`config.mk`:
```
export PLATFORM = sky130hd
export DESIGN_NAME = bg_fetcher_top
export DESIGN_NICKNAME = d
export VERILOG_FILES = /design/src/ppu_pkg.sv /design/src/tile_addr_calc.sv /design/src/fetch_sequencer.sv /design/src/pixel_serializer.sv /design/src/bg_fetcher_top.sv
export SDC_FILE = /design/constraint.sdc
export NUM_CORES = 1
export LEC_CHECK = 0
export BUFFER_PORTS_ARGS = -buffer_cell sky130_fd_sc_hd__buf_2
export CORE_ASPECT_RATIO = 0.75
export CORE_UTILIZATION = 40
export CTS_CLUSTER_SIZE = 30
export DETAILED_ROUTE_END_ITERATION = 7
export PLACE_DENSITY = 0.59
export RECOVER_POWER = 50
export SLEW_MARGIN = 20
export SYNTH_ARGS = -nofsm -noshare
export SYNTH_HDL_FRONTEND = slang
export SYNTH_HIERARCHICAL = 1
export SYNTH_SLANG_ARGS = --single-unit
export TNS_END_PERCENT = 30
```
`constraint.sdc`:
```
create_clock -name clk -period 3.4 [get_ports clk]
set_input_delay 0.68 -clock clk [delete_from_list [all_inputs] [get_ports clk]]
set_output_delay 0.68 -clock clk [all_outputs]
set_load 0.01 [all_outputs]
```
`src/ppu_pkg.sv`:
```
`default_nettype none

package ppu_pkg;

    //////////////////////////////
    // Bus and pixel types
    //////////////////////////////
    typedef logic [15:0] vram_addr_t;
    typedef logic [7:0]  byte_t;
    typedef logic [1:0]  color_t;

    //////////////////////////////
    // VRAM layout
    //////////////////////////////
    localparam vram_addr_t map_base_lo        = 16'h9800;
    localparam vram_addr_t map_base_hi        = 16'h9C00;
    localparam vram_addr_t tile_base_unsigned = 16'h8000;
    // Centre of the signed block, index -128 lands on 8800h
    localparam vram_addr_t tile_base_signed   = 16'h9000;

    // LCDC bit positions
    localparam int lcdc_bg_en    = 0;
    localparam int lcdc_map_sel  = 3;
    localparam int lcdc_data_sel = 4;

    //////////////////////////////
    // Screen geometry
    //////////////////////////////
    localparam int screen_w       = 160;
    localparam int tile_px        = 8;
    localparam int map_w          = 32;
    localparam int tiles_per_line = screen_w / tile_px + 1;

endpackage

`default_nettype wire

```
`src/tile_addr_calc.sv`:
```
`timescale 1ns/1ps
`default_nettype none

module tile_addr_calc (
    input  wire ppu_pkg::byte_t      lcdc,
    input  wire ppu_pkg::byte_t      scx,
    input  wire ppu_pkg::byte_t      scy,
    input  wire ppu_pkg::byte_t      ly,
    input  wire logic [4:0]          tile_col,
    input  wire ppu_pkg::byte_t      tile_index,
    input  wire logic                addr_sel,
    output ppu_pkg::vram_addr_t      map_addr,
    output ppu_pkg::vram_addr_t      data_addr
);

    logic [4:0]          map_col;
    ppu_pkg::byte_t      map_row;
    ppu_pkg::vram_addr_t map_base;
    ppu_pkg::vram_addr_t tile_addr;
    ppu_pkg::vram_addr_t row_off;

    //////////////////////////////
    // Tile map address
    //////////////////////////////
    always_comb begin
        // Coarse scroll wraps around the 32 tile map row
        map_col  = scx[7:3] + tile_col;
        map_row  = scy + ly;
        map_base = lcdc[ppu_pkg::lcdc_map_sel] ? ppu_pkg::map_base_hi : ppu_pkg::map_base_lo;
        map_addr = map_base
                 + ppu_pkg::vram_addr_t'(map_row[7:3]) * 16'(ppu_pkg::map_w)
                 + ppu_pkg::vram_addr_t'(map_col);
    end

    //////////////////////////////
    // Tile data address
    //////////////////////////////
    always_comb begin
        if (lcdc[ppu_pkg::lcdc_data_sel]) begin
            tile_addr = ppu_pkg::tile_base_unsigned + {4'b0000, tile_index, 4'b0000};
        end else begin
            // Sign extended index, 16 bytes per tile
            tile_addr = ppu_pkg::tile_base_signed + {{4{tile_index[7]}}, tile_index, 4'b0000};
        end
        // Two bytes per tile row, high plane is the odd byte
        row_off   = {12'h000, map_row[2:0], addr_sel};
        data_addr = tile_addr + row_off;
    end

endmodule

`default_nettype wire

```
`src/fetch_sequencer.sv`:
```
`timescale 1ns/1ps
`default_nettype none

module fetch_sequencer #(
    parameter int read_cycles = 2
) (
    input  wire logic                clk,
    input  wire logic                rst_n,
    input  wire logic                start,
    input  wire ppu_pkg::byte_t      vram_dout,
    input  wire ppu_pkg::vram_addr_t map_addr,
    input  wire ppu_pkg::vram_addr_t data_addr,
    input  wire logic                row_ready,
    output ppu_pkg::vram_addr_t      vram_a,
    output logic [4:0]               tile_col,
    output ppu_pkg::byte_t           tile_index,
    output logic                     addr_sel,
    output logic                     row_valid,
    output ppu_pkg::byte_t           plane_lo,
    output ppu_pkg::byte_t           plane_hi
);

    localparam int cnt_w = $clog2(read_cycles);

    typedef enum logic [2:0] {
        s_idle,
        s_map,
        s_lo,
        s_hi,
        s_push
    } state_t;

    state_t           state;
    logic [cnt_w-1:0] cnt;
    logic             last;

    // Byte is valid on the last cycle the address is held
    assign last = (cnt == cnt_w'(read_cycles - 1));

    //////////////////////////////
    // VRAM address port
    //////////////////////////////
    always_comb begin
        addr_sel = (state == s_hi);
        if (state == s_lo || state == s_hi) begin
            vram_a = data_addr;
        end else begin
            vram_a = map_addr;
        end
    end

    // Row goes out only when the serializer can take it
    assign row_valid = (state == s_push) && row_ready;

    //////////////////////////////
    // Fetch FSM
    //////////////////////////////
    always_ff @(posedge clk) begin
        if (!rst_n) begin
            state    <= s_idle;
            cnt      <= '0;
            tile_col <= '0;
        end else if (start) begin
            state    <= s_map;
            cnt      <= '0;
            tile_col <= '0;
        end else begin
            case (state)
                s_map: begin
                    cnt <= last ? '0 : cnt + 1'b1;
                    if (last) begin
                        state <= s_lo;
                    end
                end
                s_lo: begin
                    cnt <= last ? '0 : cnt + 1'b1;
                    if (last) begin
                        state <= s_hi;
                    end
                end
                s_hi: begin
                    cnt <= last ? '0 : cnt + 1'b1;
                    if (last) begin
                        state <= s_push;
                    end
                end
                s_push: begin
                    if (row_ready) begin
                        if (tile_col == 5'(ppu_pkg::tiles_per_line - 1)) begin
                            state <= s_idle;
                        end else begin
                            tile_col <= tile_col + 5'd1;
                            state    <= s_map;
                        end
                    end
                end
                default: begin
                    state <= s_idle;
                end
            endcase
        end
    end

    // Fetched bytes
    always_ff @(posedge clk) begin
        if (last) begin
            if (state == s_map) begin
                tile_index <= vram_dout;
            end
            if (state == s_lo) begin
                plane_lo <= vram_dout;
            end
            if (state == s_hi) begin
                plane_hi <= vram_dout;
            end
        end
    end

endmodule

`default_nettype wire

```
`src/pixel_serializer.sv`:
```
`timescale 1ns/1ps
`default_nettype none

module pixel_serializer (
    input  wire logic           clk,
    input  wire logic           rst_n,
    input  wire logic           start,
    input  wire ppu_pkg::byte_t scx,
    input  wire ppu_pkg::byte_t lcdc,
    input  wire logic           row_valid,
    input  wire ppu_pkg::byte_t plane_lo,
    input  wire ppu_pkg::byte_t plane_hi,
    input  wire logic           fifo_empty,
    output logic                row_ready,
    output logic                fifo_write,
    output ppu_pkg::color_t     pixel_out,
    output logic                done
);

    ppu_pkg::byte_t  sh_lo;
    ppu_pkg::byte_t  sh_hi;
    logic [3:0]      rem;
    logic [2:0]      skip_cnt;
    logic [7:0]      px_cnt;
    logic            buf_empty;
    logic            emit;
    ppu_pkg::color_t color;

    assign buf_empty = (rem == 4'd0);
    assign row_ready = buf_empty && fifo_empty;

    // MSB is the leftmost pixel
    assign color = lcdc[ppu_pkg::lcdc_bg_en] ? {sh_hi[7], sh_lo[7]} : 2'b00;
    assign emit  = !buf_empty && (skip_cnt == 3'd0) && (px_cnt < 8'(ppu_pkg::screen_w));

    //////////////////////////////
    // Line control
    //////////////////////////////
    always_ff @(posedge clk) begin
        if (!rst_n) begin
            rem        <= '0;
            skip_cnt   <= '0;
            px_cnt     <= '0;
            fifo_write <= 1'b0;
            done       <= 1'b0;
        end else if (start) begin
            rem        <= '0;
            skip_cnt   <= scx[2:0];
            px_cnt     <= '0;
            fifo_write <= 1'b0;
            done       <= 1'b0;
        end else begin
            fifo_write <= emit;
            done       <= 1'b0;
            if (row_valid) begin
                rem <= 4'(ppu_pkg::tile_px);
            end else if (!buf_empty) begin
                rem <= rem - 4'd1;
                // Fine scroll drops pixels of the first tile only
                if (skip_cnt != 3'd0) begin
                    skip_cnt <= skip_cnt - 3'd1;
                end
            end
            if (emit) begin
                px_cnt <= px_cnt + 8'd1;
            end else if (px_cnt == 8'(ppu_pkg::screen_w)) begin
                // Step past screen_w so done fires once
                px_cnt <= px_cnt + 8'd1;
                done   <= 1'b1;
            end
        end
    end

    //////////////////////////////
    // Row buffer
    //////////////////////////////
    always_ff @(posedge clk) begin
        if (row_valid) begin
            sh_lo <= plane_lo;
            sh_hi <= plane_hi;
        end else if (!buf_empty) begin
            sh_lo <= {sh_lo[6:0], 1'b0};
            sh_hi <= {sh_hi[6:0], 1'b0};
        end
        if (emit) begin
            pixel_out <= color;
        end
    end

endmodule

`default_nettype wire

```
`src/bg_fetcher_top.sv`:
```
`timescale 1ns/1ps
`default_nettype none

module bg_fetcher_top #(
    parameter int read_cycles = 2
) (
    input  wire logic                clk,
    input  wire logic                rst_n,
    input  wire logic                start,
    input  wire ppu_pkg::byte_t      lcdc,
    input  wire ppu_pkg::byte_t      scx,
    input  wire ppu_pkg::byte_t      scy,
    input  wire ppu_pkg::byte_t      ly,
    input  wire ppu_pkg::byte_t      vram_dout,
    input  wire logic                fifo_empty,
    output ppu_pkg::vram_addr_t      vram_a,
    output logic                     fifo_write,
    output ppu_pkg::color_t          pixel_out,
    output logic                     done
);

    // Address calculator links
    logic [4:0]          tile_col;
    ppu_pkg::byte_t      tile_index;
    logic                addr_sel;
    ppu_pkg::vram_addr_t map_addr;
    ppu_pkg::vram_addr_t data_addr;

    // Row handoff
    logic                row_valid;
    logic                row_ready;
    ppu_pkg::byte_t      plane_lo;
    ppu_pkg::byte_t      plane_hi;

    fetch_sequencer #(
        .read_cycles (read_cycles)
    ) seq0 (
        .clk        (clk),
        .rst_n      (rst_n),
        .start      (start),
        .vram_dout  (vram_dout),
        .map_addr   (map_addr),
        .data_addr  (data_addr),
        .row_ready  (row_ready),
        .vram_a     (vram_a),
        .tile_col   (tile_col),
        .tile_index (tile_index),
        .addr_sel   (addr_sel),
        .row_valid  (row_valid),
        .plane_lo   (plane_lo),
        .plane_hi   (plane_hi)
    );

    tile_addr_calc addr0 (
        .lcdc       (lcdc),
        .scx        (scx),
        .scy        (scy),
        .ly         (ly),
        .tile_col   (tile_col),
        .tile_index (tile_index),
        .addr_sel   (addr_sel),
        .map_addr   (map_addr),
        .data_addr  (data_addr)
    );

    pixel_serializer ser0 (
        .clk        (clk),
        .rst_n      (rst_n),
        .start      (start),
        .scx        (scx),
        .lcdc       (lcdc),
        .row_valid  (row_valid),
        .plane_lo   (plane_lo),
        .plane_hi   (plane_hi),
        .fifo_empty (fifo_empty),
        .row_ready  (row_ready),
        .fifo_write (fifo_write),
        .pixel_out  (pixel_out),
        .done       (done)
    );

endmodule

`default_nettype wire

```
==> out/results.txt, run 1 <==
Nets@finish: 436
Die Wd: 112 um
P per Cell Area: 614 nW/um^2
Worst-Skew Late Latency: 0.33 ns
Core area: 8640 sq um
Vias: 2378
Mux share of post-synthesis cell area: 10.2%
Final Skew: 0.00659 ns
Largest family of logic cells by synthesized area: simple AND/OR/NAND/NOR gates
Area fraction in compound gates after synthesis: 8.50%
Flop and latch count out of synthesis: 68
Post-detail-place hpwl: 4550 um
Post-synthesis adder-cell area fraction: 7.64%
Status: finished with violations
Top cell type's share of synthesized area: 34.7%
Critical path peak fanout: 3
DR pass1 iterations: 6
Total Wirelength: 6410 um
H-tree depth: 3
Post-synthesis xor/xnor area fraction: 4.09%
Clk sink count: 68
Minimum clock period: 3.08 ns
Gp weighted congestion: 0.763
Max-slew headroom: 24.6%
Max Root-Sink Buffers: 2
Async S/R FF share, synth: 0%
First-pass GRT wire length: 10500 um
Setup violators final: 0
CTS tree: built
Post-CTS setup buffer count: 0
Lkg Pwr: 1.58 nW
WP data required: 2.72 ns
Final hold violation count: 0
Period utilization: 90.7%
Starting Density: 42.1%
Number of remaining DRC errors: 3
Main synth FF type: edfxtp_1
Total global routing overflow: 0
Die span in y: 84.6 um
Max cap viols: 0
HP Class: register to register
Synth Area per Inst: 11.3 sq um
Number of global-route vias before repair: 2216
Share of cells above drive strength 1: 24.1%
Unrepaired setup endpoints after global routing: false
Peak Freq: 324 MHz
Reg clk slew, reported paths: 0.05 ns
Least-Margin Pin Slew: 1.12 ns
# resized after CTS: 0
Synth Cell Area: 3640 sq um
Number of enable flip-flop cells after synthesis: 42
Synthesized instance count: 322
Port buffer count: 55
Fin Setup TNS: 0 ns
Final Max Tran Viols: 0
DR iter-0 viols: 92
WS Path Type: primary input to output port
Netlist cell types: 52
Initial antenna violation count: 0
Hold Buf Count CTS: 0
# rows: 29
Final core occ: 48.1%
Register area share after synthesis: 49.0%
Area leader, netlist: edfxtp_1
GRT Total Usage: 14.5%
Most frequent cells in the layout: buf_2 (42), edfxtp_1 (42), mux2_2 (31)
Startpoint types: primary input
ANT cells: 0
Critical path capture point type: output port
TritonCTS Buffers: 9
Synth area leaders: edfxtp_1 (35%), dfxtp_1 (14%), mux2_2 (9.6%)
Vias per inst: 4.93
Arr. time, crit path: 2.40 ns
Detail Route Antenna Nets: 0
Failing checks: DRC
Largest net degree at the start of global routing: 23
IO Pins: 64
Worst IR Drop VDD: 0.335 mV
Area Overhead vs Synth: 14.1%
Avg WL per Cell: 13.3 um
Ys Warns: 6
Clock Tree Root: clkbuf_16
Simple-gate share of the synthesized area: 12.3%
Die ar.: 9480 sq um
## metal layers
metal,routed length (um),up-vias,track usage (%)
li1,-,1224,-
met1,3270,1102,19.6
met2,2740,48,21.2
met3,371,4,5.70
met4,40,0,5.09
met5,0,-,0
## Yosys cell counts (all sizes together) (3+ instances only)
| cell type | n |
|---|---|
| a21o | 4 |
| a21oi | 18 |
| and2 | 5 |
| buf | 25 |
| dfxtp | 26 |
| edfxtp | 42 |
| ha | 19 |
| inv | 30 |
| mux2 | 32 |
| nand2 | 5 |
| nand2b | 4 |
| nand3 | 8 |
| nand4b | 3 |
| nor2 | 12 |
| nor2b | 4 |
| nor3 | 13 |
| nor3b | 3 |
| nor4 | 5 |
| o21a | 3 |
| o21ai | 13 |
| or3 | 4 |
| xnor2 | 13 |
| xor2 | 4 |
## area by class of cell
class / instances / area (sq um)
fill: 807 / 4490
sequential: 68 / 1780
multi-input combinational: 203 / 1570
timing repair buffer: 59 / 282
clock buffer: 10 / 229
tap: 108 / 135
inverter: 30 / 113
clock inverter: 4 / 42.5
## worst max-delay path: stages
cell and delay [ns]:
buf_2 0.08, ha_1 0.22, inv_1 0.07, fa_1 0.40, nor2b_1 0.16, o31a_2 0.16, mux2i_1 0.17, nand2_1 0.06
mux2_2 0.26, buf_2 0.14
## through the flow
step                      instance area [sq um]  std cells  worst slack, ns  power [mW]  hold slack [ns]
after floorplan                            3660        328            0.635        1.58            0.459
after global placement                     3920        468            0.327        1.71            0.487
after detailed placement                   3920        468            0.320        1.72            0.509
after CTS                                  4190        482            0.309        2.61            0.520
after global routing                       4150        482            0.162        2.69            0.537
final                                      4150        482            0.315        2.55            0.518
## flip-flops by register name, summed over array words and instances, names as in the netlist, 4 cells and up
register / cells
ser0/px_cnt: 8
seq0/tile_index: 8
seq0/plane_hi: 8
seq0/plane_lo: 8
ser0/rem: 4
ser0/sh_lo: 8
seq0/tile_col: 5
ser0/sh_hi: 8
## final timing paths
check | from | end | slack [ns] | depth (start not counted)
max | scy[0] | vram_a[8] | 0.32 | 10
max reg2reg | ser0/rem[0]$_SDFFE_PP0P_ | ser0/sh_lo[1]$_DFFE_PP_ | 0.68 | 8
min reg2reg | seq0/plane_hi[0]$_DFFE_PP_ | ser0/sh_hi[0]$_SDFFCE_PN0P_ | 0.52 | 1
min | seq0/plane_hi[0]$_DFFE_PP_ | ser0/sh_hi[0]$_SDFFCE_PN0P_ | 0.52 | 1
## logic make-up after synthesis
logic type | Yosys count
buffers and inverters | 57
adder cells (fa/ha/maj) | 21
XOR/XNOR | 17
multiplexers | 33
AND/OR/NAND/NOR | 74
flip-flops | 68
other | 2
AO/OA/AOI/OAI | 50
## where the power goes
group | switching (mW) | total [mW] | internal (mW)
Sequential | 0.0480 | 1.14 | 1.09
Combinational | 0.319 | 0.553 | 0.234
Clock | 0.304 | 0.856 | 0.552
Note: power is estimated with default switching activity, not from simulation.
==> inputs of run 2 (changes only) <==
--- a/config.mk
+++ b/config.mk
@@ -10,7 +10,7 @@
 export CORE_UTILIZATION = 40
 export CTS_CLUSTER_SIZE = 30
 export DETAILED_ROUTE_END_ITERATION = 7
-export PLACE_DENSITY = 0.59
+export PLACE_DENSITY = 0.68
 export RECOVER_POWER = 50
 export SLEW_MARGIN = 20
 export SYNTH_ARGS = -nofsm -noshare
==> out/results.txt, run 2 (same netlist as run 1, synthesis figures left out) <==
Post-CTS setup buffer count: 0 (unchanged)
CTS tree: built
Lkg Pwr: 1.60 nW (+0.94%)
HP Class: register to register
GRT Total Usage: 14.5% (-0.049 points)
Max-slew headroom: 25.7% (+1.1 points)
Least-Margin Pin Slew: 1.11 ns (-0.0167 ns)
Reg clk slew, reported paths: 0.05 ns (about the same)
H-tree depth: 3 (unchanged)
Final hold violation count: 0 (unchanged)
Hold_sp: ser0/px_cnt[7]$_SDFFE_PP0P_
Starting Density: 42.1% (unchanged)
Post-detail-place hpwl: 4580 um (+0.52%)
CP max stage delay: 0.41 ns (about the same)
Nets@finish: 436 (unchanged)
Worst-path cell with the longest stage delay: fa_1
Number of remaining DRC errors: 3 (unchanged)
Most frequent cells in the layout: buf_2 (42), edfxtp_1 (42), mux2_2 (31)
Final Max Tran Viols: 0 (unchanged)
Clock Tree Root: clkbuf_16
Max Root-Sink Buffers: 2 (unchanged)
Register-to-register setup slack: 0.87 ns (+0.19 ns)
Vias: 2369 (-0.38%)
TritonCTS Buffers: 9 (unchanged)
Share of cells above drive strength 1: 25.3% (+1.2 points)
Peak Freq: 324 MHz (about the same)
Critical-path cell list: buf_2, ha_1, inv_1, fa_1, nor2b_1, o31a_2, mux2i_1, nand2_1, mux2_2, buf_2
Die ar.: 9480 sq um (unchanged)
Startpoint types: primary input
First-pass GRT wire length: 10400 um (-1.4%)
Critical path peak fanout: 3 (unchanged)
Top cell by count, worst path: buf_2
DR pass1 iterations: 6 (unchanged)
ANT cells: 0 (unchanged)
Largest net degree at the start of global routing: 18 (-22%)
Fillers: 807 (unchanged)
Vias per inst: 4.89 (-0.79%)
Clock power share: 35.4% (+1.8 points)
Die Wd: 112 um (unchanged)
WP data required: 2.72 ns (about the same)
Worst IR Drop VDD: 0.315 mV (-6.1%)
Core area: 8640 sq um (unchanged)
IO Pins: 64 (unchanged)
Port buffer count: 55 (unchanged)
Total global routing overflow: 0 (unchanged)
Final Skew: 0.00477 ns (-0.00182 ns)
Hold path cells: 2 (+1)
Avg WL per Cell: 13.1 um (-1.9%)
Arr. time, crit path: 2.41 ns (about the same)
DR iter-0 viols: 150 (+63%)
Area Overhead vs Synth: 15.4%
Clk sink count: 68 (unchanged)
Internal: 1.93 mW (+2.9%)
Combinational share of power: 21.1% (-0.6 points)
Number of global-route vias before repair: 2170 (-2.1%)
Worst-case reg-to-reg path depth: 8 (unchanged)
Setup violators final: 0 (unchanged)
# rows: 29 (unchanged)
Worst-Skew Late Latency: 0.32 ns (about the same)
Fin Setup TNS: 0 ns (unchanged)
P per Cell Area: 623 nW/um^2 (+1.5%)
Reg2reg start: ser0/rem[0]$_SDFFE_PP0P_
Worst flop-to-flop path endpoint: ser0/sh_hi[3]$_DFFE_PP_
Sw frac: 26.1% (-0.19 points)
Detail Route Antenna Nets: 0 (unchanged)
Total Wirelength: 6320 um (-1.5%)
Part of the power in registers: 43.5% (-1.3 points)
Psw: 0.684 mW (+1.9%)
Failing checks: DRC
Minimum clock period: 3.09 ns (+0.000271 ns)
Unrepaired setup endpoints after global routing: false
Initial antenna violation count: 0 (unchanged)
Status: finished with violations
# resized after CTS: 0 (unchanged)
Die span in y: 84.6 um (unchanged)
Max cap viols: 0 (unchanged)
Hold Buf Count CTS: 0 (unchanged)
Total power: 2.62 mW (+2.6%)
Worst Hold Path EP: ser0/px_cnt[7]$_SDFFE_PP0P_
Setup crit start: scy[0]
Period utilization: 90.7% (about the same)
WS Path Type: primary input to output port
Gp weighted congestion: 0.763 (unchanged)
Critical path capture point type: output port
==> run 2: cell count changes in the layout (fill, tap and decap cells not counted), sizes merged <==
cell | before | now
buf | 44 | 43
clkbuf | 25 | 28
==> run 2: worst max-delay path by stage <==
| stage | end | depth (start not counted) |
|---|---|---|
| 6_report | vram_a[8] | 10 |
| 5_1_grt | vram_a[8] | 10 |
| 4_1_cts | vram_a[8] | 10 |
| 3_5_place_dp | vram_a[8] | 10 |
| 3_3_place_gp | vram_a[8] | 10 |
| 2_1_floorplan | vram_a[8] | 8 |
==> run 2: area by class of cell <==
type | instances | area [sq um] | area share [%]
clock inverter | 4 | 48.8 | 1.16
sequential | 68 | 1780 | 42.5
timing repair buffer | 59 | 278 | 6.62
clock buffer | 12 | 256 | 6.11
inverter | 30 | 113 | 2.68
multi-input combinational | 203 | 1580 | 37.7
tap | 108 | 135 | 3.22
==> run 2: per-layer routing <==
layer / wire [um] / global-route usage (%)
met5: 0 / 0
met4: 65 / 6.18
met3: 323 / 5.92
met2: 2720 / 20.3
met1: 3210 / 19.6
==> run 2: through the flow <==
| stage | instance area [sq um] | std cells | setup slack (ns) | utilization [%] | hold WS [ns] |
|---|---|---|---|---|---|
| floorplan | 3660 | 328 | 0.635 | - | 0.459 |
| global placement | 3920 | 468 | 0.326 | 45.4 | 0.485 |
| detailed placement | 3920 | 468 | 0.319 | 45.4 | 0.505 |
| CTS | 4220 | 484 | 0.307 | 48.9 | 0.513 |
| global route | 4200 | 484 | 0.193 | 48.6 | 0.533 |
| finish | 4200 | 484 | 0.315 | 48.6 | 0.517 |
==> run 2: power by group through the flow <==
stage	registers [mW]	clock network [mW]	logic (mW)
after floorplan	1.14	0	0.443
after global placement	1.15	0	0.552
after detailed placement	1.15	0	0.569
after CTS	1.14	0.957	0.574
after global routing	1.15	0.987	0.618
final	1.14	0.927	0.552
==> run 2: critical path: cells and delay by family <==
kind	cells	cell delay, ns
mux	2	0.42
compound gates	1	0.16
fa+ha+maj	2	0.63
simple gates	2	0.22
buf+inv	3	0.29
